## src/hdl/ninjin_pkg.sv

```systemverilog
package ninjin_pkg;

  // ======================================================================
  // Widths
  // ======================================================================
  localparam int DWIDTH      = 16;
  localparam int BWIDTH      = 32;
  localparam int IMGSIZE     = 8;
  localparam int NETSIZE     = 9;
  localparam int LWIDTH      = 8;
  localparam int ACCWIDTH    = 40;
  localparam int FRAC_BITS   = 8;
  localparam int HADDR_WIDTH = 16;

  // Top two bits of the host address
  localparam logic [1:0] REGION_REG  = 2'd0;
  localparam logic [1:0] REGION_IMG  = 2'd1;
  localparam logic [1:0] REGION_NET  = 2'd2;
  localparam logic [1:0] REGION_NONE = 2'd3;

  // ======================================================================
  // Register map
  // ======================================================================
  localparam logic [3:0] REG_CTRL       = 4'd0;
  localparam logic [3:0] REG_IN_OFFSET  = 4'd1;
  localparam logic [3:0] REG_OUT_OFFSET = 4'd2;
  localparam logic [3:0] REG_NET_OFFSET = 4'd3;
  localparam logic [3:0] REG_BASE       = 4'd4;
  localparam logic [3:0] REG_FLAGS      = 4'd5;
  localparam logic [3:0] REG_STATUS     = 4'd6;

  localparam int BIAS_EN_BIT = 31;
  localparam int RELU_EN_BIT = 30;

  typedef struct packed {
    logic [1:0] region;
    logic [9:0] unused;
    logic [3:0] index;
  } host_reg_view_t;

  typedef struct packed {
    logic [1:0]  region;
    logic [13:0] index;
  } host_mem_view_t;

  // Same address word, seen as a register or as a memory word
  typedef union packed {
    host_reg_view_t r;
    host_mem_view_t m;
  } host_addr_t;

endpackage

```

## src/hdl/ninjin_regs.sv

```systemverilog
module ninjin_regs (
  input  logic                           clk,
  input  logic                           xrst,
  input  logic                           reg_wr,
  input  logic                           reg_rd,
  input  logic [3:0]                     reg_index,
  input  logic [ninjin_pkg::BWIDTH-1:0]  reg_wdata,
  output logic [ninjin_pkg::BWIDTH-1:0]  reg_rdata,
  input  logic                           busy,
  input  logic                           done,
  output logic                           start,
  output logic [ninjin_pkg::IMGSIZE-1:0] in_offset,
  output logic [ninjin_pkg::IMGSIZE-1:0] out_offset,
  output logic [ninjin_pkg::NETSIZE-1:0] net_offset,
  output logic [ninjin_pkg::LWIDTH-1:0]  total_in,
  output logic [ninjin_pkg::LWIDTH-1:0]  total_out,
  output logic                           bias_en,
  output logic                           relu_en
);

  logic [ninjin_pkg::BWIDTH-1:0] in_off_q;
  logic [ninjin_pkg::BWIDTH-1:0] out_off_q;
  logic [ninjin_pkg::BWIDTH-1:0] net_off_q;
  logic [ninjin_pkg::BWIDTH-1:0] base_q;
  logic [ninjin_pkg::BWIDTH-1:0] flags_q;
  logic                          ack;
  logic                          start_req;

  // Start is dropped while a layer is running
  assign start_req = reg_wr && reg_index == ninjin_pkg::REG_CTRL && reg_wdata[0]
                     && !busy && !start;

  always_ff @(posedge clk) begin
    if (!xrst) begin
      in_off_q  <= '0;
      out_off_q <= '0;
      net_off_q <= '0;
      base_q    <= '0;
      flags_q   <= '0;
      start     <= 1'b0;
      ack       <= 1'b0;
    end else begin
      start <= start_req;
      if (start_req)
        ack <= 1'b0;
      else if (done)
        ack <= 1'b1;
      if (reg_wr) begin
        case (reg_index)
          ninjin_pkg::REG_IN_OFFSET:  in_off_q  <= reg_wdata;
          ninjin_pkg::REG_OUT_OFFSET: out_off_q <= reg_wdata;
          ninjin_pkg::REG_NET_OFFSET: net_off_q <= reg_wdata;
          ninjin_pkg::REG_BASE:       base_q    <= reg_wdata;
          ninjin_pkg::REG_FLAGS:      flags_q   <= reg_wdata;
          default: ;
        endcase
      end
    end
  end

  // Busy also covers the start cycle, ack the done cycle
  always_ff @(posedge clk) begin
    if (reg_rd) begin
      case (reg_index)
        ninjin_pkg::REG_IN_OFFSET:  reg_rdata <= in_off_q;
        ninjin_pkg::REG_OUT_OFFSET: reg_rdata <= out_off_q;
        ninjin_pkg::REG_NET_OFFSET: reg_rdata <= net_off_q;
        ninjin_pkg::REG_BASE:       reg_rdata <= base_q;
        ninjin_pkg::REG_FLAGS:      reg_rdata <= flags_q;
        ninjin_pkg::REG_STATUS:     reg_rdata <= {{(ninjin_pkg::BWIDTH-2){1'b0}},
                                                  busy || start, ack || done};
        default:                    reg_rdata <= '0;
      endcase
    end
  end

  assign in_offset  = in_off_q[ninjin_pkg::IMGSIZE-1:0];
  assign out_offset = out_off_q[ninjin_pkg::IMGSIZE-1:0];
  assign net_offset = net_off_q[ninjin_pkg::NETSIZE-1:0];
  assign total_in   = base_q[ninjin_pkg::LWIDTH-1:0];
  assign total_out  = base_q[2*ninjin_pkg::LWIDTH-1:ninjin_pkg::LWIDTH];
  assign bias_en    = flags_q[ninjin_pkg::BIAS_EN_BIT];
  assign relu_en    = flags_q[ninjin_pkg::RELU_EN_BIT];

endmodule

```

## config.mk

```make
export PLATFORM = sky130hd
export DESIGN_NAME = ninjin_regs
export DESIGN_NICKNAME = d
export VERILOG_FILES = /design/src/hdl/ninjin_pkg.sv /design/src/hdl/ninjin_regs.sv
export SDC_FILE = /design/constraint.sdc
export NUM_CORES = 1
export LEC_CHECK = 0
export ABC_CLOCK_PERIOD_IN_PS = 1300
export BUFFER_PORTS_ARGS = -buffer_cell sky130_fd_sc_hd__buf_2
export CORE_MARGIN = 3
export CORE_UTILIZATION = 25
export DETAILED_ROUTE_END_ITERATION = 16
export GPL_ROUTABILITY_DRIVEN = 0
export PLACE_DENSITY_LB_ADDON = 0.12
export SYNTH_ARGS = -nofsm -noshare
export SYNTH_HDL_FRONTEND = slang
export SYNTH_SLANG_ARGS = --single-unit
export TNS_END_PERCENT = 10
```

## constraint.sdc

```tcl
create_clock -name clk -period 1.3 [get_ports clk]
set_input_delay 0.065 -clock clk [delete_from_list [all_inputs] [get_ports clk]]
set_output_delay 0.065 -clock clk [all_outputs]
set_load 0.01 [all_outputs]
```

# Yosys cells after proc, flatten, opt, wreduce, memory -nomap -nowiden
# Cells that the tools add are included.
word_totals:
  register_bits: 194
  input_bits: 42
  output_inout_bits: 76
  elab_cells: 31
classes:
  n_reduce_logical: 15
  bitwise_logic: 1
  eq_ne: 6
  n_mux: 1
op_table:
  columns: ["operator", "n"]
  rows:
  - ["case mux 32 bit (6 select lines)", 1]
  - ["equality test 4 x 3 -> 1 bit (second input constant)", 3]
  - ["AND reduction 2 bit", 5]
  - ["equality test 4 x 2 -> 1 bit (second input constant)", 2]
  - ["equality test 4 x 1 -> 1 bit (second input constant)", 1]
  - ["logical AND 1 bit", 4]
  - ["logical NOT 4 bit", 1]
  - ["logical NOT 1 bit", 2]
  - ["logical OR 1 bit", 2]
  - ["OR reduction 2 bit", 1]
  - ["inverter 1 bit", 1]

# Logic depth before layout (Yosys ltp)
depth:
  ltp_word: 6
  depth_mapped: 7
  ltp_nobuf: 3

# Worst setup path before layout
# No wires, ideal clock.
synth_timing:
  path_kind: "input to register"
  start: "in reg_index[0]"
  end: "reg reg_rdata[10] (netlist bit) (data pin)"
  n_path_buf: 3
  setup_slack_ns: -0.079
  required_time_ns: 1.030
  setup_ns: 0.270
  cell_stages: 6
  arrival_ns: 1.109
  path_cell_list: "buf_2 buf_4 buf_2 mux2_2 a22oi_1 a21oi_1"
synth_between:
  elab_chain_cells: 2
  elab_cells_between_ends: 7
  classes_between: "eq/ne: 6; mux: 1"
synth_rtl:
  columns: ["element", "line_no", "source"]
  rows:
  - ["start: declaration", "ninjin_regs.sv:6", "input logic [3:0] reg_index,"]
  - ["equality test 4 x 3 -> 1 bit, or another cell as far along", "ninjin_regs.sv:64", "case (reg_index)"]
  - ["case mux 32 bit (6 select lines) *", "ninjin_regs.sv:64", null]
  - ["end signal: assignment", "ninjin_regs.sv:65", "ninjin_pkg::REG_IN_OFFSET: reg_rdata <= in_off_q;"]
  - ["end signal: assignment", "ninjin_regs.sv:66", "ninjin_pkg::REG_OUT_OFFSET: reg_rdata <= out_off_q;"]
  - ["end signal: assignment", "ninjin_regs.sv:67", "ninjin_pkg::REG_NET_OFFSET: reg_rdata <= net_off_q;"]
  - ["end: declaration", "ninjin_regs.sv:8", "output logic [ninjin_pkg::BWIDTH-1:0] reg_rdata,"]
# Every way passes the cells marked *; elsewhere a longest branch is shown, timed or not.
# A chain may end at the register's enable or synchronous reset.

# Worst setup path after layout
layout_timing:
  start: "reg out_off_q[1] (netlist bit)"
  end: "reg reg_rdata[1] (netlist bit) (data pin)"
layout_between:
  elab_chain_cells: 1
layout_rtl:
  columns: ["element", "line_no", "source"]
  rows:
  - ["start: declaration", "ninjin_regs.sv:22", "logic [ninjin_pkg::BWIDTH-1:0] out_off_q;"]
  - ["start signal: assignment", "ninjin_regs.sv:51", "ninjin_pkg::REG_OUT_OFFSET: out_off_q <= reg_wdata;"]
  - ["case mux 32 bit (6 select lines)", "ninjin_regs.sv:64", null]
# Every way passes these cells.

==> impl_metrics.tcl <==
set metrics [dict create \
    cp-end-kind "flip-flop" \
    final_antenna_net_count 0 \
    rows 68 \
    coreArea_sq_um 34900 \
    overflow 0 \
    power_mw 13.1 \
    power.density_nw_per_um2 1170 \
    r2r_slack_ns 0.11 \
    hold_class "in2reg" \
    max_stage_delay_ns 0.33 \
    diodes 0 \
    required_ns 1.49 \
    grt_pass1_vias 7974 \
    antenna_found_initial 1 \
    track_usage 0.182 \
    drt-initial-drc-count 516 \
    syn-num-nets 1063 \
    synthCells 1021 \
    r2r_end "reg_rdata[1]$_DFFE_PP_" \
    grt_max_degree 50 \
    grt_pass1_wl_um 53200 \
    initial_core_util 0.256 \
    clock-root-buffer "clkbuf_16" \
    avgSynthCellArea_sq_um 8.74 \
    period_needed_ns 1.19 \
    cts_tree "yes" \
    crit_type "reg2reg" \
    layout-drive-gt1-share 0.240 \
    async_reset_ff_frac 0 \
    worstHoldStart "xrst" \
    ios 118 \
    cp_max_fo 3 \
    htree_levels 4 \
    hpwl_um 22600 \
    final_nets 1173 \
    areaGrowthSynthToFinish_pct 25.9 \
    synth_edf_count 32 \
    wl_per_cell_um 22.0 \
    ys_ff_latch 194 \
    synth-seq-area-share 0.471 \
    layout_common_cells "a21oi_1, nand3_1, dfxtp_1" \
    rsz0062_at_grt "false" \
    netlist_area_sq_um 8920 \
    fmax_ghz 0.838 \
    insertion_delay_ns 0.45 \
    cts_made_buffers 17 \
    finalSetupTns_ns 0 \
    die_w_um 195 \
    port_buffers 117 \
    dr_total_vias 8263 \
    setup_viol 0 \
    rr_startpoint "out_off_q[1]$_SDFFE_PN0P_" \
    crit_slowest_cell "dfxtp_1" \
    utilization 0.322 \
    status "finished clean" \
    post-route-period-util 0.918 \
    r2r_cells 3 \
    p_leak_nw 3.94 \
    yosysUniqueCellTypes 42 \
    cts.clk_slew.worst_paths_ns 0.08 \
    cts_max_path_buffers 2 \
    place_inst 1533 \
    path_cells "mux2_2, a221oi_1, nor3_1" \
    drt_wl_total_um 35200 \
    die-area_sq_um 38000 \
    worstPathArrival_ns 1.38 \
    clock_skew_ns 0.0179 \
    max-vdd-ir-drop_uv 969 \
    ys.flop_type "dfxtp_1" \
    path_delay_family "flip-flops" \
    drc_errors 0 \
    stdcell_count 1599 \
    fp.dieH_um 195 \
    viasPerCell 5.17 \
    drv_slew 0 \
    max_cap_viol_count 0 \
    worst_pin_slew_ns 0.658 \
    hold_viol 0 \
    final_common_cell "a21oi_1" \
    cts_resized 0 \
    relSlewSlack 0.559 \
    cts.sinks 194 \
    whs_path_depth 3 \
    yosysWarningCount 0 \
    critPathBufInv 0 \
    min_to "in_off_q[5]$_SDFFE_PN0P_" \
    worstSetupStartpointType "flip-flop" \
    drt_first_pass_iters 5 \
]
layer usage:
metal,GRT usage,part of all wire,routed length [um],up-vias
met3,0.0276,0.044,1560,21
met1,0.258,0.47,16700,4093
met5,0,0.00037,13,-
li1,-,-,-,3913
met2,0.294,0.47,16600,234
met4,0.0375,0.010,363,2
sequential cells by signal, indices dropped and copies added, names as in the netlist:
register,flops
base_q,32
flags_q,32
in_off_q,32
net_off_q,32
out_off_q,32
reg_rdata,32
ack,1
start,1
kinds of logic (layout without fill, tap and decap cells):
logic type / count (synthesis) / count (layout) / synth area share
AOI/OAI and AO/OA: 399 / 399 / 0.247
buffers and inverters: 157 / 280 / 0.0959
DFF: 194 / 194 / 0.471
muxes: 33 / 33 / 0.0393
and+or+nand+nor: 238 / 238 / 0.147
power breakdown:
| group | switching (mW) | leakage (nW) | internal [mW] |
|---|---|---|---|
| logic | 0.963 | 2.02 | 0.558 |
| registers | 0.0535 | 1.64 | 6.19 |
| clock network | 2.64 | 0.278 | 2.71 |
| total | 3.65 | 3.94 | 9.46 |
synth_stat cells (all sizes together) (14+ instances only):
cell    count  area (sq um)
a21oi     175           876
dfxtp     162          3240
nand3     162           811
o21ai     160           808
buf        89           598
clkbuf     66           250
edfxtp     32           961
nand3b     31           236
a22oi      25           188
mux2i      17           170
mux2       16           180
a21o       14           105
through the flow:
step | hold slack, ns | worst slack (ns) | instance area, sq um
final | 0.0288 | 0.107 | 11200
after global routing | 0.0287 | 0.0427 | 11200
after CTS | 0.0126 | 0.0869 | 11200
after detailed placement | 0.372 | -0.348 | 10300
after global placement | 0.372 | -0.338 | 10300
after floorplan | 0.177 | -0.00752 | 8930
how the worst max path moves through the flow:
stage	from	end	slack, ns	cells after the start
after floorplan	reg_index[0]	reg_rdata[11]$_DFFE_PP_	-0.008	6
after global placement	reg_index[2]	reg_rdata[12]$_DFFE_PP_	-0.34	5
after detailed placement	reg_index[2]	reg_rdata[14]$_DFFE_PP_	-0.35	5
after CTS	out_off_q[1]$_SDFFE_PN0P_	reg_rdata[1]$_DFFE_PP_	0.09	3
after global routing	net_off_q[1]$_SDFFE_PN0P_	reg_rdata[1]$_DFFE_PP_	0.04	3
final	out_off_q[1]$_SDFFE_PN0P_	reg_rdata[1]$_DFFE_PP_	0.11	3
cell type report:
class | instances | area [sq um]
multi-input combinational | 670 | 3880
clock inverter | 15 | 149
timing repair buffer | 246 | 1990
fill | 3693 | 23700
clock buffer | 17 | 425
tap | 455 | 569
sequential | 194 | 4200
inverter | 2 | 10.0
what timing repair did:
action / in CTS / in global routing
buffers inserted: 0 / 0
hold buffers: 34 / 0
endpoints found under the hold margin: 162 / 0
worst reg2reg max path, cell delays in order, from the launching register on:
cell and delay [ns]:
dfxtp_1 0.33, mux2_2 0.28, a221oi_1 0.25, nor3_1 0.09
No activity file was read; power rests on OpenSTA's default activity.
