===== config.mk =====
export PLATFORM = sky130hd
export DESIGN_NAME = gobou_core
export DESIGN_NICKNAME = d
export VERILOG_FILES = /design/src/hdl/ninjin_pkg.sv /design/src/hdl/gobou_core.sv
export SDC_FILE = /design/constraint.sdc
export NUM_CORES = 1
export LEC_CHECK = 0
export ABC_AREA = 1
export BUFFER_PORTS_ARGS = -buffer_cell sky130_fd_sc_hd__buf_2
export CAP_MARGIN = 20
export CORE_ASPECT_RATIO = 0.7
export CORE_MARGIN = 2
export CORE_UTILIZATION = 60
export DETAILED_ROUTE_END_ITERATION = 8
export PLACE_DENSITY = 0.78
export SLEW_MARGIN = 20
export SYNTH_ARGS = -nofsm -noshare
export SYNTH_HDL_FRONTEND = slang
export SYNTH_SLANG_ARGS = --single-unit
export TNS_END_PERCENT = 100

===== constraint.sdc =====
create_clock -name clk -period 18.1 [get_ports clk]
set_clock_uncertainty 0.1 [all_clocks]
set_input_delay 4.525 -clock clk [delete_from_list [all_inputs] [get_ports clk]]
set_output_delay 4.525 -clock clk [all_outputs]
set_load 0.02 [all_outputs]

===== src/hdl/ninjin_pkg.sv =====
package ninjin_pkg;

  // ======================================================================
  // Widths
  // ======================================================================
  localparam int DWIDTH      = 16;
  localparam int BWIDTH      = 32;
  localparam int IMGSIZE     = 8;
  localparam int NETSIZE     = 9;
  localparam int LWIDTH      = 8;
  localparam int ACCWIDTH    = 40;
  localparam int FRAC_BITS   = 8;
  localparam int HADDR_WIDTH = 16;

  // Top two bits of the host address
  localparam logic [1:0] REGION_REG  = 2'd0;
  localparam logic [1:0] REGION_IMG  = 2'd1;
  localparam logic [1:0] REGION_NET  = 2'd2;
  localparam logic [1:0] REGION_NONE = 2'd3;

  // ======================================================================
  // Register map
  // ======================================================================
  localparam logic [3:0] REG_CTRL       = 4'd0;
  localparam logic [3:0] REG_IN_OFFSET  = 4'd1;
  localparam logic [3:0] REG_OUT_OFFSET = 4'd2;
  localparam logic [3:0] REG_NET_OFFSET = 4'd3;
  localparam logic [3:0] REG_BASE       = 4'd4;
  localparam logic [3:0] REG_FLAGS      = 4'd5;
  localparam logic [3:0] REG_STATUS     = 4'd6;

  localparam int BIAS_EN_BIT = 31;
  localparam int RELU_EN_BIT = 30;

  typedef struct packed {
    logic [1:0] region;
    logic [9:0] unused;
    logic [3:0] index;
  } host_reg_view_t;

  typedef struct packed {
    logic [1:0]  region;
    logic [13:0] index;
  } host_mem_view_t;

  // Same address word, seen as a register or as a memory word
  typedef union packed {
    host_reg_view_t r;
    host_mem_view_t m;
  } host_addr_t;

endpackage


===== src/hdl/gobou_core.sv =====
module gobou_core (
  input  logic                           clk,
  input  logic                           xrst,
  input  logic                           start,
  input  logic [ninjin_pkg::IMGSIZE-1:0] in_offset,
  input  logic [ninjin_pkg::IMGSIZE-1:0] out_offset,
  input  logic [ninjin_pkg::NETSIZE-1:0] net_offset,
  input  logic [ninjin_pkg::LWIDTH-1:0]  total_in,
  input  logic [ninjin_pkg::LWIDTH-1:0]  total_out,
  input  logic                           bias_en,
  input  logic                           relu_en,
  output logic                           busy,
  output logic                           done,
  output logic                           img_we,
  output logic [ninjin_pkg::IMGSIZE-1:0] img_addr,
  output logic [ninjin_pkg::DWIDTH-1:0]  img_wdata,
  input  logic [ninjin_pkg::DWIDTH-1:0]  img_rdata,
  output logic [ninjin_pkg::NETSIZE-1:0] net_addr,
  input  logic [ninjin_pkg::DWIDTH-1:0]  net_rdata
);

  typedef enum logic [2:0] {
    S_IDLE,
    S_ISSUE,
    S_BIAS,
    S_DRAIN,
    S_WRITE
  } state_t;

  state_t                                 state;
  logic [ninjin_pkg::LWIDTH-1:0]          cnt_o;
  logic [ninjin_pkg::LWIDTH-1:0]          cnt_i;
  logic [ninjin_pkg::NETSIZE-1:0]         net_ptr;
  logic [ninjin_pkg::NETSIZE-1:0]         bias_addr;
  logic                                   rd_v;
  logic                                   mul_v;
  logic                                   acc_v;
  logic                                   bias_v;
  logic signed [2*ninjin_pkg::DWIDTH-1:0] prod;
  logic signed [ninjin_pkg::ACCWIDTH-1:0] acc;
  logic signed [ninjin_pkg::DWIDTH-1:0]   bias_q;
  logic signed [ninjin_pkg::DWIDTH-1:0]   bias_add;
  logic signed [ninjin_pkg::ACCWIDTH-1:0] sum;
  logic signed [ninjin_pkg::ACCWIDTH-1:0] result;

  // ======================================================================
  // Sequencer
  // ======================================================================
  always_ff @(posedge clk) begin
    if (!xrst) begin
      state   <= S_IDLE;
      cnt_o   <= '0;
      cnt_i   <= '0;
      net_ptr <= '0;
      done    <= 1'b0;
    end else begin
      done <= 1'b0;
      case (state)
        S_IDLE:
          if (start) begin
            state   <= S_ISSUE;
            cnt_o   <= '0;
            cnt_i   <= '0;
            net_ptr <= net_offset;
          end
        S_ISSUE: begin
          net_ptr <= net_ptr + 1'b1;
          cnt_i   <= cnt_i + 1'b1;
          if (cnt_i == total_in - 1'b1)
            state <= S_BIAS;
        end
        S_BIAS:
          state <= S_DRAIN;
        S_DRAIN:
          state <= S_WRITE;
        S_WRITE: begin
          cnt_i <= '0;
          cnt_o <= cnt_o + 1'b1;
          if (cnt_o == total_out - 1'b1) begin
            state <= S_IDLE;
            done  <= 1'b1;
          end else begin
            state <= S_ISSUE;
          end
        end
        default:
          state <= S_IDLE;
      endcase
    end
  end

  assign busy      = state != S_IDLE;
  assign rd_v      = state == S_ISSUE;
  assign bias_addr = ninjin_pkg::NETSIZE'(net_offset + total_out * total_in + cnt_o);

  assign img_we    = state == S_WRITE;
  assign img_addr  = img_we ? out_offset + cnt_o : in_offset + cnt_i;
  assign net_addr  = state == S_BIAS ? bias_addr : net_ptr;

  // ======================================================================
  // Multiply-accumulate
  // ======================================================================
  always_ff @(posedge clk) begin
    if (!xrst) begin
      mul_v  <= 1'b0;
      acc_v  <= 1'b0;
      bias_v <= 1'b0;
    end else begin
      mul_v  <= rd_v;
      acc_v  <= mul_v;
      bias_v <= state == S_BIAS;
    end
  end

  // Data returns one cycle after issue, the product one cycle later
  always_ff @(posedge clk) begin
    prod <= $signed(img_rdata) * $signed(net_rdata);
    if (bias_v)
      bias_q <= $signed(net_rdata);
    if (state == S_IDLE || state == S_WRITE)
      acc <= '0;
    else if (acc_v)
      acc <= acc + prod;
  end

  assign bias_add  = bias_en ? bias_q : '0;
  assign sum       = (acc >>> ninjin_pkg::FRAC_BITS) + bias_add;
  assign result    = (relu_en && sum < 0) ? '0 : sum;
  assign img_wdata = result[ninjin_pkg::DWIDTH-1:0];

  a_write_drained: assert property (@(posedge clk) disable iff (!xrst)
    img_we |-> !mul_v && !acc_v);

endmodule


* Word level (Yosys, flattened, before mapping)
Index checks and enable logic that the tools add are counted.
** Storage, ports and cells
- Latch bits :: 0
- Logic and storage cells :: 59
- Output and inout port bits :: 36
- Flip-flop bits (word level) :: 120
- Input port bits :: 78
- Memories kept :: 0
- ROM bits :: 0
- Memory bits (writable) :: 0
** Cells by class
- Equal/unequal tests :: 8
- Magnitude comparators :: 1
- $add $sub $neg :: 11
- Reductions and logical operators :: 12
- Multipliers :: 2
- Shifts and indexed selects :: 0
- Bitwise gates (word level) :: 0
- Divide/modulo/power cells :: 0
- Mux-type cells :: 14
** Operator list (number)
- 40-bit by 32-bit adder with 40-bit output :: 1
- 32-bit by 16-bit adder with 33-bit output :: 1
- 33-bit by 1-bit < comparator with 1-bit output (second input constant) :: 1
- 16-bit by 16-bit multiplier with 32-bit output :: 1
- 16-bit 2-to-1 mux :: 2
- 8-bit case mux with 3 select lines :: 1
- 9-bit 2-to-1 mux :: 2
- 9-bit case mux with 2 select lines :: 1
- 8-bit by 1-bit adder with 8-bit output (second input constant) :: 2
- 8-bit adder :: 2
- 8-bit equality test :: 2
- 8-bit 2-to-1 mux :: 2
- 8-bit case mux with 2 select lines :: 1
- 8-bit by 1-bit subtractor with 8-bit output (second input constant) :: 2
- 3-bit case mux with 5 select lines :: 1
- 2-bit AND reduction :: 5
- 9-bit by 1-bit adder with 9-bit output (second input constant) :: 1
- 9-bit by 8-bit adder with 9-bit output :: 1
- 9-bit adder :: 1
- 8-bit by 8-bit multiplier with 9-bit output :: 1
- 3-bit by 2-bit equality test with 1-bit output (second input constant) :: 2
- 3-bit 2-to-1 mux :: 2
- 3-bit nonzero test :: 2
- 2-bit nonzero test :: 2
- other kinds (8) :: 9

* Logic depth before layout (Yosys ltp)
- Depth in word-level cells :: 5
- Mapped depth :: 26
- Depth with buffers taken out :: 24

* Worst setup path before layout
Ideal clock, no wire load.
- Path type :: input-to-output
- Start :: input total_out[0] (netlist name)
- End :: output net_addr[8] (netlist name)
- Arrival time :: 8.441 ns
- Slack :: 5.034 ns
- Cell stages on the path :: 18
- Required time :: 13.475 ns
- Buffers on the path :: 1
- Cells stage by stage :: buf_2 > nand2_1 > inv_1 > fa_1 > fa_1 > fa_1 > inv_1 > fa_1 > inv_1 > fa_1 > ha_1 > a21oi_1 > o21ai_0 > a31oi_1 > inv_1 > nand3_1 > nand3_1 > nand2_1
** On the way
- Longest elaborated chain between the ends :: 4
** RTL lines
- start: declaration :: line gobou_core.sv:9 : input logic [ninjin_pkg::LWIDTH-1:0] total_out,
- 8-bit by 8-bit multiplier with 9-bit output :: line gobou_core.sv:94 : assign bias_addr = ninjin_pkg::NETSIZE'(net_offset + total_out * total_in + cnt_o);
- 9-bit adder :: line gobou_core.sv:94
- 9-bit by 8-bit adder with 9-bit output :: line gobou_core.sv:94
- 9-bit 2-to-1 mux :: line gobou_core.sv:98 : assign net_addr = state == S_BIAS ? bias_addr : net_ptr;
- end: declaration :: line gobou_core.sv:18 : output logic [ninjin_pkg::NETSIZE-1:0] net_addr,
Every way passes these cells.

* Worst setup path in the final report
- Start :: input total_out[1] (netlist name)
- End :: output net_addr[8] (netlist name)
The elaborated chain is that of the path after synthesis.

==> impl_metrics.py <==
metrics = {
    "route": {
        "drt-wirelength-per-cell_um": 17.0,
        "drt-initial-drc-count": 1847,
        "ant_nets": 0,
        "drc": 0,
        "routed_via_density": 5.39,
        "drt_first_pass_iters": 8,
        "routed-via-count": 19658,
        "postRouteWirelength_um": 62000,
    },
    "global_route": {
        "top_usage_layer": "met2",
        "gr-usage-met2_pct": 52.8,
        "grt_pass1_vias": 19959,
        "grt_start_max_net_pins": 68,
        "grt_use_total_pct": 34.5,
        "globalRouteOverflowTotal": 0,
        "grtUsageMet1_pct": 50.2,
        "grt_pass1_wl_um": 102000,
        "antenna_found_initial": 1,
        "gr-usage-met3_pct": 7.84,
    },
    "layout": {
        "drive_gt1_share_pct": 5.74,
        "final_cell_mix": "inv_1, nand2_1, fa_1, nor2_1, ha_1",
        "antenna_cells": 0,
        "layout_commonest_cell": "inv_1",
        "utilization_pct": 64.8,
        "syn2layout_area_growth_pct": 6.69,
        "nets": 3725,
        "fill_cells": 3248,
    },
    "setup_path": {
        "critPathMaxFanout": 9,
        "cp_slowest_cell": "fa_1",
        "cpLargestDelayFamily": "adder cells",
        "worst-setup-path-type": "in2out",
        "critPathRequiredTime_ps": 13480,
        "crit_arrival_ps": 8830,
        "crit_buf_inv": 6,
        "startpoint_type": "primary input",
        "worst_setup_path_end_kind": "primary output",
        "cp_cell_sequence": "buf_2 > nand2_1 > inv_1 > fa_1 > fa_1 > fa_1 > inv_1 > fa_1 > inv_1 > fa_1 > ha_1 > a21oi_1 > o21ai_0 > a31oi_1 > inv_1 > nand3_1 > nand3_1 > nand2_1 > buf_2",
        "cpMostUsedCell": "fa_1",
        "cpPeakStageDelay_ps": 560,
    },
    "clock_tree": {
        "cts_buffer_depth": 2,
        "cts_hold_buf": 0,
        "cts_resized": 0,
        "cts-htree-levels": 4,
        "cts_root_buf": "clkbuf_16",
        "cts_tree": "done",
        "clkLatencyLatePin_ps": 440,
        "postCtsSetupBuffers": 0,
        "cts_num_sinks": 120,
        "clk_pin_slew_ps": 60,
        "cts_made_buffers": 17,
    },
    "die": {
        "initial_core_util_pct": 60.7,
        "dieArea_um2": 37900,
        "die_h_um": 163,
        "fp.dieW_um": 232,
        "io_pins": 114,
        "placementRows": 58,
        "fp.coreArea_um2": 35800,
    },
    "logic_synthesis": {
        "synth_nets": 3678,
        "synth_area_um2": 21800,
        "ys_types": 54,
        "ys_ff_latch": 120,
        "yosysWarnings": 0,
        "syn_avg_cell_area_um2": 7.00,
        "synthArstFlopShare_pct": 0,
        "ys.flop_type": "dfxtp_1",
        "synth_cells": 3109,
        "ys_seq_area_share_pct": 11.8,
        "synth-edff-count": 16,
    },
    "place": {
        "dp_hpwl_um": 51400,
        "port_buffers": 113,
        "gp_congestion": 1.00,
    },
    "sta": {
        "period_needed_ps": 13460,
        "slew_viol_final": 0,
        "worst_pin_slew_ps": 835,
        "finalHoldViolCount": 0,
        "tns_ps": 0,
        "finalCritPeriodShare_pct": 74.4,
        "timing.fmax_ghz": 0.0743,
        "slew_headroom_pct": 44.3,
        "setup_viol": 0,
        "rsz0062_at_grt": "false",
    },
    "run": {
        "cap_violations": 0,
    },
    "min_path": {
        "worstHoldPathType": "reg2reg",
    },
    "run_status": {
        "status": "finished clean",
    },
}
[kinds of logic after synthesis]
group	synth area share [%]
simple gates	22.6
buf+inv	15.6
fa+ha+maj	38.4
compound gates	7.60
flops	11.8
xor+xnor	3.97
mux	0.0460
[synth_stat cells (3+ instances only)]
master | number | area share [%]
o21a_1 | 3 | 0.10
nor3_1 | 14 | 0.32
o211ai_1 | 5 | 0.17
ha_1 | 195 | 11
fa_1 | 296 | 27
o21ai_1 | 4 | 0.092
dfxtp_1 | 104 | 9.6
inv_1 | 803 | 14
nand2_1 | 795 | 14
xnor2_1 | 32 | 1.3
a221oi_1 | 3 | 0.12
nor3_4 | 3 | 0.22
a21boi_0 | 5 | 0.17
nor2_4 | 3 | 0.16
nand3b_1 | 3 | 0.10
o21ai_0 | 103 | 2.4
nand3_1 | 93 | 2.1
xor2_1 | 64 | 2.6
nor3b_1 | 3 | 0.10
o21bai_1 | 13 | 0.45
a21oi_1 | 127 | 2.9
edfxtp_1 | 16 | 2.2
o31ai_1 | 3 | 0.10
buf_2 | 11 | 0.25
buf_1 | 3 | 0.052
nand4_1 | 28 | 0.80
o22ai_1 | 6 | 0.17
or2_2 | 12 | 0.34
o221ai_1 | 3 | 0.12
nor4_1 | 5 | 0.14
a31oi_1 | 8 | 0.23
nor2_1 | 236 | 4.1
a21o_1 | 8 | 0.28
clkbuf_1 | 72 | 1.2
[sequential cells by signal, summed over array words and instances (netlist names)]
signal   flops
done         1
cnt_o        8
prod        32
mul_v        1
acc_v        1
cnt_i        8
state        3
bias_v       1
acc         40
net_ptr      9
bias_q      16
[worst min-delay path, delay by kind of cell, from the launching register on]
family | cells | cell delay (ps)
and+or+nand+nor | 1 | 50
DFF | 1 | 290
buffers and inverters | 1 | 30
[path summary, 6_finish.rpt]
path | cells past startpoint | endpoint | start | slack (ps)
max reg2reg | 13 | acc[30] | acc[0] | 15240
min reg2reg | 2 | acc_v | mul_v | 310
min | 2 | acc_v | mul_v | 310
max | 19 | net_addr[8] | total_out[1] | 4640
[area by class of cell]
cell class	instances	area, um2	area share [%]
multi-input combinational	2093	15800	68.1
inverter	808	3040	13.1
sequential	120	2560	11.0
tap	480	601	2.59
timing repair buffer	116	588	2.53
clock buffer	20	447	1.92
clock inverter	12	175	0.754
[metal layers]
metal	vias up	routed length [um]	part of all wire, %
li1	9341	-	-
met1	9322	28100	45
met2	899	26400	43
met3	96	6500	10
met4	0	1070	1.7
met5	-	0	0
[per-stage QoR]
step | instance area (um2) | std cells | hold slack [ps] | setup slack [ps]
after detailed placement | 22600 | 3616 | 307 | 4630
after global placement | 22600 | 3616 | 293 | 4630
after global routing | 23200 | 3649 | 332 | 4400
final | 23200 | 3649 | 313 | 4640
after floorplan | 21800 | 3109 | 290 | 5030
after CTS | 23200 | 3648 | 320 | 4620
Power is not shown: default switching activity piles up to over one toggle a cycle in this logic, so the estimate is an artifact.
