`src/hdl/ninjin_pkg.sv`:
```
package ninjin_pkg;

  // ======================================================================
  // Widths
  // ======================================================================
  localparam int DWIDTH      = 16;
  localparam int BWIDTH      = 32;
  localparam int IMGSIZE     = 8;
  localparam int NETSIZE     = 9;
  localparam int LWIDTH      = 8;
  localparam int ACCWIDTH    = 40;
  localparam int FRAC_BITS   = 8;
  localparam int HADDR_WIDTH = 16;

  // Top two bits of the host address
  localparam logic [1:0] REGION_REG  = 2'd0;
  localparam logic [1:0] REGION_IMG  = 2'd1;
  localparam logic [1:0] REGION_NET  = 2'd2;
  localparam logic [1:0] REGION_NONE = 2'd3;

  // ======================================================================
  // Register map
  // ======================================================================
  localparam logic [3:0] REG_CTRL       = 4'd0;
  localparam logic [3:0] REG_IN_OFFSET  = 4'd1;
  localparam logic [3:0] REG_OUT_OFFSET = 4'd2;
  localparam logic [3:0] REG_NET_OFFSET = 4'd3;
  localparam logic [3:0] REG_BASE       = 4'd4;
  localparam logic [3:0] REG_FLAGS      = 4'd5;
  localparam logic [3:0] REG_STATUS     = 4'd6;

  localparam int BIAS_EN_BIT = 31;
  localparam int RELU_EN_BIT = 30;

  typedef struct packed {
    logic [1:0] region;
    logic [9:0] unused;
    logic [3:0] index;
  } host_reg_view_t;

  typedef struct packed {
    logic [1:0]  region;
    logic [13:0] index;
  } host_mem_view_t;

  // Same address word, seen as a register or as a memory word
  typedef union packed {
    host_reg_view_t r;
    host_mem_view_t m;
  } host_addr_t;

endpackage

```
`src/hdl/ninjin_host_bridge.sv`:
```
module ninjin_host_bridge (
  input  logic                           clk,
  input  logic                           xrst,
  input  logic                           cmd_valid,
  input  logic                           cmd_we,
  input  ninjin_pkg::host_addr_t         cmd_addr,
  input  logic [ninjin_pkg::BWIDTH-1:0]  cmd_wdata,
  output logic                           cmd_ready,
  output logic                           rsp_valid,
  output logic [ninjin_pkg::BWIDTH-1:0]  rsp_data,
  input  logic                           rsp_ready,
  output logic                           reg_wr,
  output logic                           reg_rd,
  output logic [3:0]                     reg_index,
  output logic [ninjin_pkg::BWIDTH-1:0]  reg_wdata,
  input  logic [ninjin_pkg::BWIDTH-1:0]  reg_rdata,
  output logic                           img_req,
  output logic                           img_we,
  output logic [ninjin_pkg::IMGSIZE-1:0] img_addr,
  output logic [ninjin_pkg::DWIDTH-1:0]  img_wdata,
  input  logic                           img_ready,
  input  logic [ninjin_pkg::DWIDTH-1:0]  img_rdata,
  output logic                           net_req,
  output logic                           net_we,
  output logic [ninjin_pkg::NETSIZE-1:0] net_addr,
  output logic [ninjin_pkg::DWIDTH-1:0]  net_wdata,
  input  logic                           net_ready,
  input  logic [ninjin_pkg::DWIDTH-1:0]  net_rdata
);

  logic       alive;
  logic [1:0] region;
  logic       tgt_ready;
  logic       accept;
  logic [1:0] rd_src;

  assign region = cmd_addr.r.region;

  always_comb begin
    case (region)
      ninjin_pkg::REGION_IMG: tgt_ready = img_ready;
      ninjin_pkg::REGION_NET: tgt_ready = net_ready;
      default:                tgt_ready = 1'b1;
    endcase
  end

  // One read outstanding at most
  assign cmd_ready = alive && !rsp_valid && tgt_ready;
  assign accept    = cmd_valid && cmd_ready;

  assign reg_wr    = accept && cmd_we && region == ninjin_pkg::REGION_REG;
  assign reg_rd    = accept && !cmd_we && region == ninjin_pkg::REGION_REG;
  assign reg_index = cmd_addr.r.index;
  assign reg_wdata = cmd_wdata;

  assign img_req   = accept && region == ninjin_pkg::REGION_IMG;
  assign img_we    = cmd_we;
  assign img_addr  = cmd_addr.m.index[ninjin_pkg::IMGSIZE-1:0];
  assign img_wdata = cmd_wdata[ninjin_pkg::DWIDTH-1:0];

  assign net_req   = accept && region == ninjin_pkg::REGION_NET;
  assign net_we    = cmd_we;
  assign net_addr  = cmd_addr.m.index[ninjin_pkg::NETSIZE-1:0];
  assign net_wdata = cmd_wdata[ninjin_pkg::DWIDTH-1:0];

  always_ff @(posedge clk) begin
    if (!xrst) begin
      alive     <= 1'b0;
      rsp_valid <= 1'b0;
      rd_src    <= ninjin_pkg::REGION_NONE;
    end else begin
      alive <= 1'b1;
      if (accept && !cmd_we) begin
        rsp_valid <= 1'b1;
        rd_src    <= region;
      end else if (rsp_ready) begin
        rsp_valid <= 1'b0;
      end
    end
  end

  // Sources only update on a host read, so the mux output holds
  always_comb begin
    case (rd_src)
      ninjin_pkg::REGION_REG: rsp_data = reg_rdata;
      ninjin_pkg::REGION_IMG: rsp_data = ninjin_pkg::BWIDTH'($signed(img_rdata));
      ninjin_pkg::REGION_NET: rsp_data = ninjin_pkg::BWIDTH'($signed(net_rdata));
      default:                rsp_data = '0;
    endcase
  end

  a_rsp_hold: assert property (@(posedge clk) disable iff (!xrst)
    rsp_valid && !rsp_ready |=> rsp_valid && $stable(rsp_data));

endmodule

```
`config.mk`:
```
export PLATFORM = sky130hd
export DESIGN_NAME = ninjin_host_bridge
export DESIGN_NICKNAME = d
export VERILOG_FILES = /design/src/hdl/ninjin_pkg.sv /design/src/hdl/ninjin_host_bridge.sv
export SDC_FILE = /design/constraint.sdc
export NUM_CORES = 1
export LEC_CHECK = 0
export BUFFER_PORTS_ARGS = -buffer_cell sky130_fd_sc_hd__buf_2
export CAP_MARGIN = 30
export CORE_AREA = 2 2 94 96
export CTS_BUF_LIST = sky130_fd_sc_hd__clkbuf_4 sky130_fd_sc_hd__clkbuf_8 sky130_fd_sc_hd__clkbuf_16
export CTS_CLUSTER_DIAMETER = 100
export DETAILED_ROUTE_END_ITERATION = 12
export DIE_AREA = 0 0 96 98
export GPL_ROUTABILITY_DRIVEN = 0
export HOLD_SLACK_MARGIN = 0.1
export SLEW_MARGIN = 5
export SYNTH_ARGS = -nofsm -noshare
export SYNTH_HDL_FRONTEND = slang
export SYNTH_SLANG_ARGS = --single-unit
```
`constraint.sdc`:
```
create_clock -name clk -period 1.7 [get_ports clk]
set_input_delay 0.255 -clock clk [delete_from_list [all_inputs] [get_ports clk]]
set_output_delay 0.255 -clock clk [all_outputs]
set_load 0.005 [all_outputs]
```
-- Word-level counts from Yosys, hierarchy flattened
Cells that the tools add are included.
W data, S select, Z words.
- shift-type cells: 0
- reduce and logical (&&, ||, !) cells: 14
- mux-type cells: 5
- div/mod/pow operators: 0
- $lt $le $gt $ge: 0
- $add $sub $neg: 0
- eq/ne operators: 4
- multiply operators: 0
- bitwise gates (word level): 0
- operators by type and width (operator ; count):
    $pmux W32 S3 ; 1
    $logic_and A1 B1 Y1 ; 9
    $eq A2 B1 Y1 const B ; 2
    $eq A2 B2 Y1 const B ; 2
    $logic_not A2 Y1 ; 2
    $mux W1 ; 3
    $logic_not A1 Y1 ; 2
    $pmux W1 S2 ; 1
    $reduce_bool A2 Y1 ; 1
- memories: 0
- output and inout port bits: 125
- bits in writable memories: 0
- bits in read-only memories: 0
- latch bits: 0
- register bits after elaboration: 4

-- Logic depth before layout (Yosys ltp)
Gate-level depths: netlist of run 1.
- depth in word-level cells: 6
- depth in mapped cells: 6
- depth with buffers taken out: 5

-- Least setup slack after synthesis of run 1
OpenSTA, ideal clock, no wires.
- path type: input-to-output
- from: input cmd_addr[14] (netlist name)
- to: output reg_rd
- slack: 0.360 ns
- stages on the path: 4
- arrival time: 1.085 ns
- cells stage by stage: inv_1 -> ha_1 -> a21oi_1 -> and4b_1
- longest elaborated chain between the ends: 6
- elaborated cells between the ends (all ways): 8
- classes of those cells: eq/ne (2); mux (1); reduce/logical (5)
- ends and longest elaborated chain (item ; line ; source):
    start, declared ; ninjin_host_bridge.sv:6 ; input ninjin_pkg::host_addr_t cmd_addr,
    $eq A2 B2 Y1 / $eq A2 B1 Y1 (equally long branches) ; ninjin_host_bridge.sv:40 ; case (region)
    $pmux W1 S2 * ; ninjin_host_bridge.sv:40 ;
    $logic_and A1 B1 Y1 * ; ninjin_host_bridge.sv:48 ; assign cmd_ready = alive && !rsp_valid && tgt_ready;
    net cmd_ready ; ninjin_host_bridge.sv:8 ; output logic cmd_ready,
    $logic_and A1 B1 Y1 * ; ninjin_host_bridge.sv:49 ; assign accept = cmd_valid && cmd_ready;
    $logic_and A1 B1 Y1 * (2 in a row) ; ninjin_host_bridge.sv:52 ; assign reg_rd = accept && !cmd_we && region == ninjin_pkg::REGION_REG;
    end, declared ; ninjin_host_bridge.sv:13 ; output logic reg_rd,
The timed path passes the listed nets; every way through them passes the cells marked *.

-- Worst setup path after layout of run 1
- from: register rd_src[0]
- to: output rsp_data[24] (netlist name)
- longest elaborated chain between the ends: 2
- elaborated cells between the ends (all ways): 4
- classes of those cells: eq/ne (2); mux (1); reduce/logical (1)
- ends and longest elaborated chain (item ; line ; source):
    start, declared ; ninjin_host_bridge.sv:35 ; logic [1:0] rd_src;
    start signal, assigned ; ninjin_host_bridge.sv:70 ; rd_src <= ninjin_pkg::REGION_NONE;
    start signal, assigned ; ninjin_host_bridge.sv:75 ; rd_src <= region;
    $eq A2 B2 Y1 (tied with other cells) ; ninjin_host_bridge.sv:84 ; case (rd_src)
    $pmux W32 S3 * ; ninjin_host_bridge.sv:84 ;
    end, declared ; ninjin_host_bridge.sv:10 ; output logic [ninjin_pkg::BWIDTH-1:0] rsp_data,
Mark *: on every way between the ends. The rest lies on a longest branch, timed or not.

==> flow_summary_export.csv, run 1 <==
group,metric,value,unit
die,initial_core_util,0.1695,
place,io_buffers,112,
clock_tree,clk_latency,0.22,ns
die,io_pins,244,
logic_synthesis,netlist.area_leader.share,0.4656,
finish,final_util,0.1896,
clock_tree,cts_max_level,1,
clock_tree,numClockSinks,4,
place,place_area,1450,um^2
logic_synthesis,ys_top_cells_by_area,"buf_4, mux2i_1, a21o_1, dfxtp_1, o21ai_0",
grt,grt_pass1_vias,1096,
timing,fmax,0.6158,GHz
timing,slew_headroom,0.7360,
finish,layout-drive-gt1-share,0.6036,
critical_path,crit_required,1.44,ns
logic_synthesis,yosys.area.top_type,"buf_4",
timing,holdWs,0.2047,ns
route,via_count,1258,
hold_path,hp-class,"input pin to register",
timing,slew_viol_final,0,
finish,nNetsFinal,346,
die,placementRows,34,
route,drc,0,
power,p_total,0.5941,mW
route,ant_nets,0,
finish,final_cells,330,
clock_tree,numCtsBuffers,3,
critical_path,critPathKind,"register to output pin",
logic_synthesis,syn_nets,311,
clock_tree,root_buffer,"clkbuf_8",
critical_path,cp_data_arrival_time,1.37,ns
route,drtIter0Drc,10,
die,core_area,8466,um^2
flow_run,max_cap_viol_count,0,
timing,finalCriticalPeriod,1.624,ns
clock_tree,clockBufferDepth,2,
finish,fin_area,1605,um^2
place,place_worst_setup_slack,0.06755,ns
timing,finalCritPeriodShare,0.9552,
power,power_density,370.1,nW/um^2
hold_path,hold_depth,1,
clock_tree,cts_tree,"yes",
logic_synthesis,ys_warn_count,0,
timing,fin_tns_setup,0,ns
timing,setup_slack,0.07621,ns
route,drtPass1Iterations,2,
die,die_x,96,um
finish,fillers,961,
logic_synthesis,ys_seq_area_frac,0.05580,
timing,worst_slew_pin_slew,0.3925,ns
grt,overflow,0,
timing,grt_setup_unrepaired,"false",
power,peakVddDrop,129.0,uV
die,dieHeight,98,um
critical_path,end_kind,"output pin",
grt,grt_util_all_layers,0.08669,
timing,hold_viol,0,
route,wl_per_cell,13.62,um
place,place_inst,317,
grt,grt_pass1_wl,6051,um
timing,setup_viol,0,
place,dp_hpwl,3955,um
route,vias_per_cell,3.812,
logic_synthesis,avgSynthCellArea,7.593,um^2
logic_synthesis,syn-cell-area,1435,um^2
route,drt_wl_total,4495,um
grt,antenna_found_initial,0,
grt,grt_max_degree,20,
power,power.leakage,1.106,nW
clock_tree,path_clk_slew,0.03,ns
clock_tree,postCtsHoldBufs,0,
finish,areaGrowthSynthToFinish,11.86,%
critical_path,reg2reg_depth,3,
logic_synthesis,synth_cells,189,
logic_synthesis,ys_types,26,
finish,antennaDiodeCount,0,
status,outcome,"finished clean",
logic_synthesis,ys_ff_latch,4,
critical_path,start_kind,"register",
critical_path,worstPathMaxFanout,17,
timing,finClkSkew,0.001430,ns
die,dieArea,9408,um^2
## layout make-up
type / count / area [um^2] / area share
clock buffer: 3 / 41.29 / 0.02572
multi-input combinational: 85 / 629.4 / 0.3921
sequential: 4 / 81.33 / 0.05066
timing repair buffer: 125 / 699.4 / 0.4357
inverter: 5 / 18.77 / 0.01169
tap: 108 / 135.1 / 0.08418
## cells in the mapped netlist
cell	n
buf_4	89
a21o_1	17
nand2_1	16
mux2i_1	15
o21ai_0	15
inv_1	5
dfxtp_1	4
o211ai_1	4
buf_6	3
ha_1	3
and3_1	2
buf_2	2
a21boi_0	1
a21oi_1	1
a22o_1	1
a22oi_1	1
and4_1	1
and4b_1	1
and4bb_2	1
clkbuf_1	1
nand2b_1	1
nor2_2	1
nor2b_1	1
nor2b_4	1
o21a_1	1
o2bb2ai_4	1
## cells in the final DEF, fill, tap and decap left out, drive strengths merged, types with 3 or more instances in the layout
master | synthesis | final
buf | 94 | 125
a21o | 17 | 17
nand2 | 16 | 16
mux2i | 15 | 15
o21ai | 15 | 15
inv | 5 | 5
o211ai | 4 | 4
dfxtp | 4 | 4
ha | 3 | 3
clkbuf | 1 | 3
## routing by layer
metal	wire, um	track usage	vias up
li1	-	-	611
met5	0	0	-
met4	176	0.05055	0
met2	2173	0.1571	112
met3	654	0.03549	22
met1	1491	0.07882	513
## kinds of logic (layout without fill, tap and decap cells)
kind of cell    after synthesis  in the layout  share of synthesized area
fa+ha+maj                     3              3                    0.02616
flops                         4              4                    0.05580
simple gates                 25             25                    0.09504
buf+inv                     100            133                     0.5118
compound gates               42             42                     0.2066
mux                          15             15                     0.1046
## critical path: stages (launching register included)
cell       delay, ns
dfxtp_1         0.31
buf_12          0.15
nor2b_4         0.17
o2bb2ai_4       0.14
buf_12          0.15
a21o_1          0.10
buf_2           0.11
## state kept, by name, indices dropped and copies added, names as in the netlist
signal and count:
rd_src 2, alive 1, rsp_valid 1
## final timing paths
kind	slack, ns	start	end
max	0.08	rd_src[0]$_SDFFE_PN1P_	rsp_data[24]
min	0.20	xrst	alive$_DFF_P_
max reg2reg	0.44	rsp_valid$_SDFFE_PN0P_	rd_src[0]$_SDFFE_PN1P_
min reg2reg	0.55	rd_src[1]$_SDFFE_PN1P_	rd_src[1]$_SDFFE_PN1P_
## report_power, final
group / switching, mW / internal (mW) / leakage, nW / total, mW
registers: 0.00428 / 0.0991 / 0.0325 / 0.103
clock network: 0.0535 / 0.151 / 0.0216 / 0.205
logic: 0.122 / 0.164 / 1.05 / 0.286
total: 0.180 / 0.414 / 1.11 / 0.594
## what timing repair did
action | 4_1_cts | 5_1_grt
resized for setup | 3 | 4
setup buffers | 1 | 9
pin swaps | 1 | 0
endpoints found under the setup margin | 17 | 21
No activity file was read; power rests on OpenSTA's default activity.
==> run 2: changes to the inputs <==
- CTS_BUF_LIST: sky130_fd_sc_hd__clkbuf_4 sky130_fd_sc_hd__clkbuf_8 sky130_fd_sc_hd__clkbuf_16 -> sky130_fd_sc_hd__clkbuf_2 sky130_fd_sc_hd__clkbuf_4 sky130_fd_sc_hd__clkbuf_8
- clock period: 1.7 -> 1.85 ns (I/O delays scaled with it)
==> flow_summary_export.csv, run 2 (synthesized netlist as in run 1, its figures left out) <==
group,metric,value,unit
place,place_worst_setup_slack,0.1879,ns
die,dieArea,9408,um^2
clock_tree,path_clk_slew,0.03,ns
route,vias_per_cell,3.891,
grt,grt_pass1_wl,6030,um
route,drtIter0Drc,3,
hold_path,min_to,"alive$_DFF_P_",
timing,finalCriticalPeriod,1.734,ns
finish,layout-drive-gt1-share,0.5775,
route,drt_wl_total,4396,um
critical_path,crit_required,1.57,ns
clock_tree,clk_latency,0.21,ns
finish,largest_reg_flops,2,
critical_path,r2r_start,"rsp_valid$_SDFFE_PN0P_",
die,placementRows,34,
power,peakVddDrop,151.1,uV
timing,finClkSkew,0.00003041,ns
critical_path,cp_data_arrival_time,1.46,ns
clock_tree,numClockSinks,4,
finish,reg_top3,"rd_src x2, alive x1, rsp_valid x1",
timing,fmax,0.5768,GHz
die,initial_core_util,0.1695,
grt,antenna_found_initial,0,
finish,ff_latch_area,80.08,um^2
clock_tree,cts_tree,"yes",
power,power.leakage,1.064,nW
critical_path,worstPathMaxFanout,17,
timing,worst_slew_pin_slew,0.3563,ns
finish,top_register,"rd_src",
clock_tree,clockBufferDepth,2,
die,core_area,8466,um^2
route,wl_per_cell,13.69,um
route,drc,0,
timing,hold_viol,0,
timing,slew_headroom,0.7604,
timing,setup_viol,0,
grt,grt_util_all_layers,0.08527,
critical_path,critPathKind,"register to output pin",
finish,antennaDiodeCount,0,
clock_tree,postCtsHoldBufs,0,
finish,layout_common_cells,"buf_2, a21o_1, nand2_1, mux2i_1, o21ai_0",
grt,grt_pass1_vias,1106,
power,power_density,339.6,nW/um^2
clock_tree,numCtsBuffers,3,
timing,setup_slack,0.1163,ns
die,die_x,96,um
place,io_buffers,112,
clock_tree,root_buffer,"clkbuf_8",
flow_run,max_cap_viol_count,0,
finish,areaGrowthSynthToFinish,5.667,%
critical_path,start_kind,"register",
timing,slew_viol_final,0,
timing,fin_tns_setup,0,ns
route,via_count,1249,
status,outcome,"finished clean",
finish,nNetsFinal,337,
route,drtPass1Iterations,3,
critical_path,reg2reg_depth,3,
hold_path,hold_path_startpoint,"xrst",
hold_path,hold_depth,1,
timing,finalCritPeriodShare,0.9371,
die,dieHeight,98,um
route,ant_nets,0,
timing,grt_setup_unrepaired,"false",
grt,grt_max_degree,20,
hold_path,hp-class,"input pin to register",
critical_path,end_kind,"output pin",
grt,overflow,0,
critical_path,crit_start,"rd_src[1]$_SDFFE_PN1P_",
critical_path,r2r_setup_slack,0.62,ns
critical_path,rr_endpoint,"rd_src[1]$_SDFFE_PN1P_",
finish,multi_input_area,625.6,um^2
timing,holdWs,0.2208,ns
finish,final_common_cell,"buf_2",
finish,fillers,979,
die,io_pins,244,
place,dp_hpwl,3951,um
clock_tree,cts_max_level,1,
[run 2: cell types whose count changed in the layout (fill, tap and decap cells not counted)]
| cell | delta |
|---|---|
| buf_6 | -1 |
| buf_4 | -7 |
| a21oi_1 | +1 |
| a21oi_2 | -1 |
| dfxtp_1 | +1 |
| dfxtp_2 | -1 |
| buf_12 | -1 |
[run 2: cell type report]
| class | instances | area share |
|---|---|---|
| clock buffers | 3 | 0.02723 |
| inverters | 5 | 0.01238 |
| multi-input cells | 85 | 0.4125 |
| flip-flops and latches | 4 | 0.05281 |
| well taps | 108 | 0.08911 |
| repair buffers | 116 | 0.4059 |
[run 2: worst max-delay path by stage]
stage                         endpoint  slack, ns  cells past startpoint
after detailed placement        reg_rd       0.19                      7
final                     rsp_data[22]       0.12                      5
after global placement          reg_rd       0.23                      7
after global routing      rsp_data[22]      0.004                      5
after floorplan                 reg_rd       0.46                      4
after CTS                 rsp_data[22]       0.05                      5
[run 2: critical path, cell delays in order (launching register included)]
cell       delay (ns)
dfxtp_1          0.44
buf_4            0.26
o2bb2ai_4        0.09
buf_12           0.15
a21o_1           0.17
buf_2            0.13
[run 2: repair_timing]
action,CTS,global route
resized for setup,0,1
endpoints found under the setup margin,0,17
hold endpoints to repair,0,0
buffers inserted,0,1
[run 2: metal layers]
layer	wire length, um	vias up	GRT usage
met5	0	-	0
li1	-	590	-
met2	2148	112	0.1544
met3	668	20	0.03858
met1	1422	527	0.07786
met4	157	0	0.04396
[run 2: through the flow]
| stage | cells | power [mW] | area [um^2] | util |
|---|---|---|---|---|
| floorplan | 189 | 0.3504 | 1435 | - |
| global placement | 317 | 0.3319 | 1450 | 0.1713 |
| detailed placement | 317 | 0.3376 | 1450 | 0.1713 |
| CTS | 320 | 0.5183 | 1491 | 0.1762 |
| global route | 321 | 0.5633 | 1516 | 0.1791 |
| finish | 321 | 0.5150 | 1516 | 0.1791 |
[run 2: power by group]
group	switching (mW)	internal, mW	leakage [nW]
combinational	0.107	0.136	1.01
clock	0.0389	0.138	0.0216
sequential	0.00380	0.0909	0.0329
total	0.150	0.365	1.06
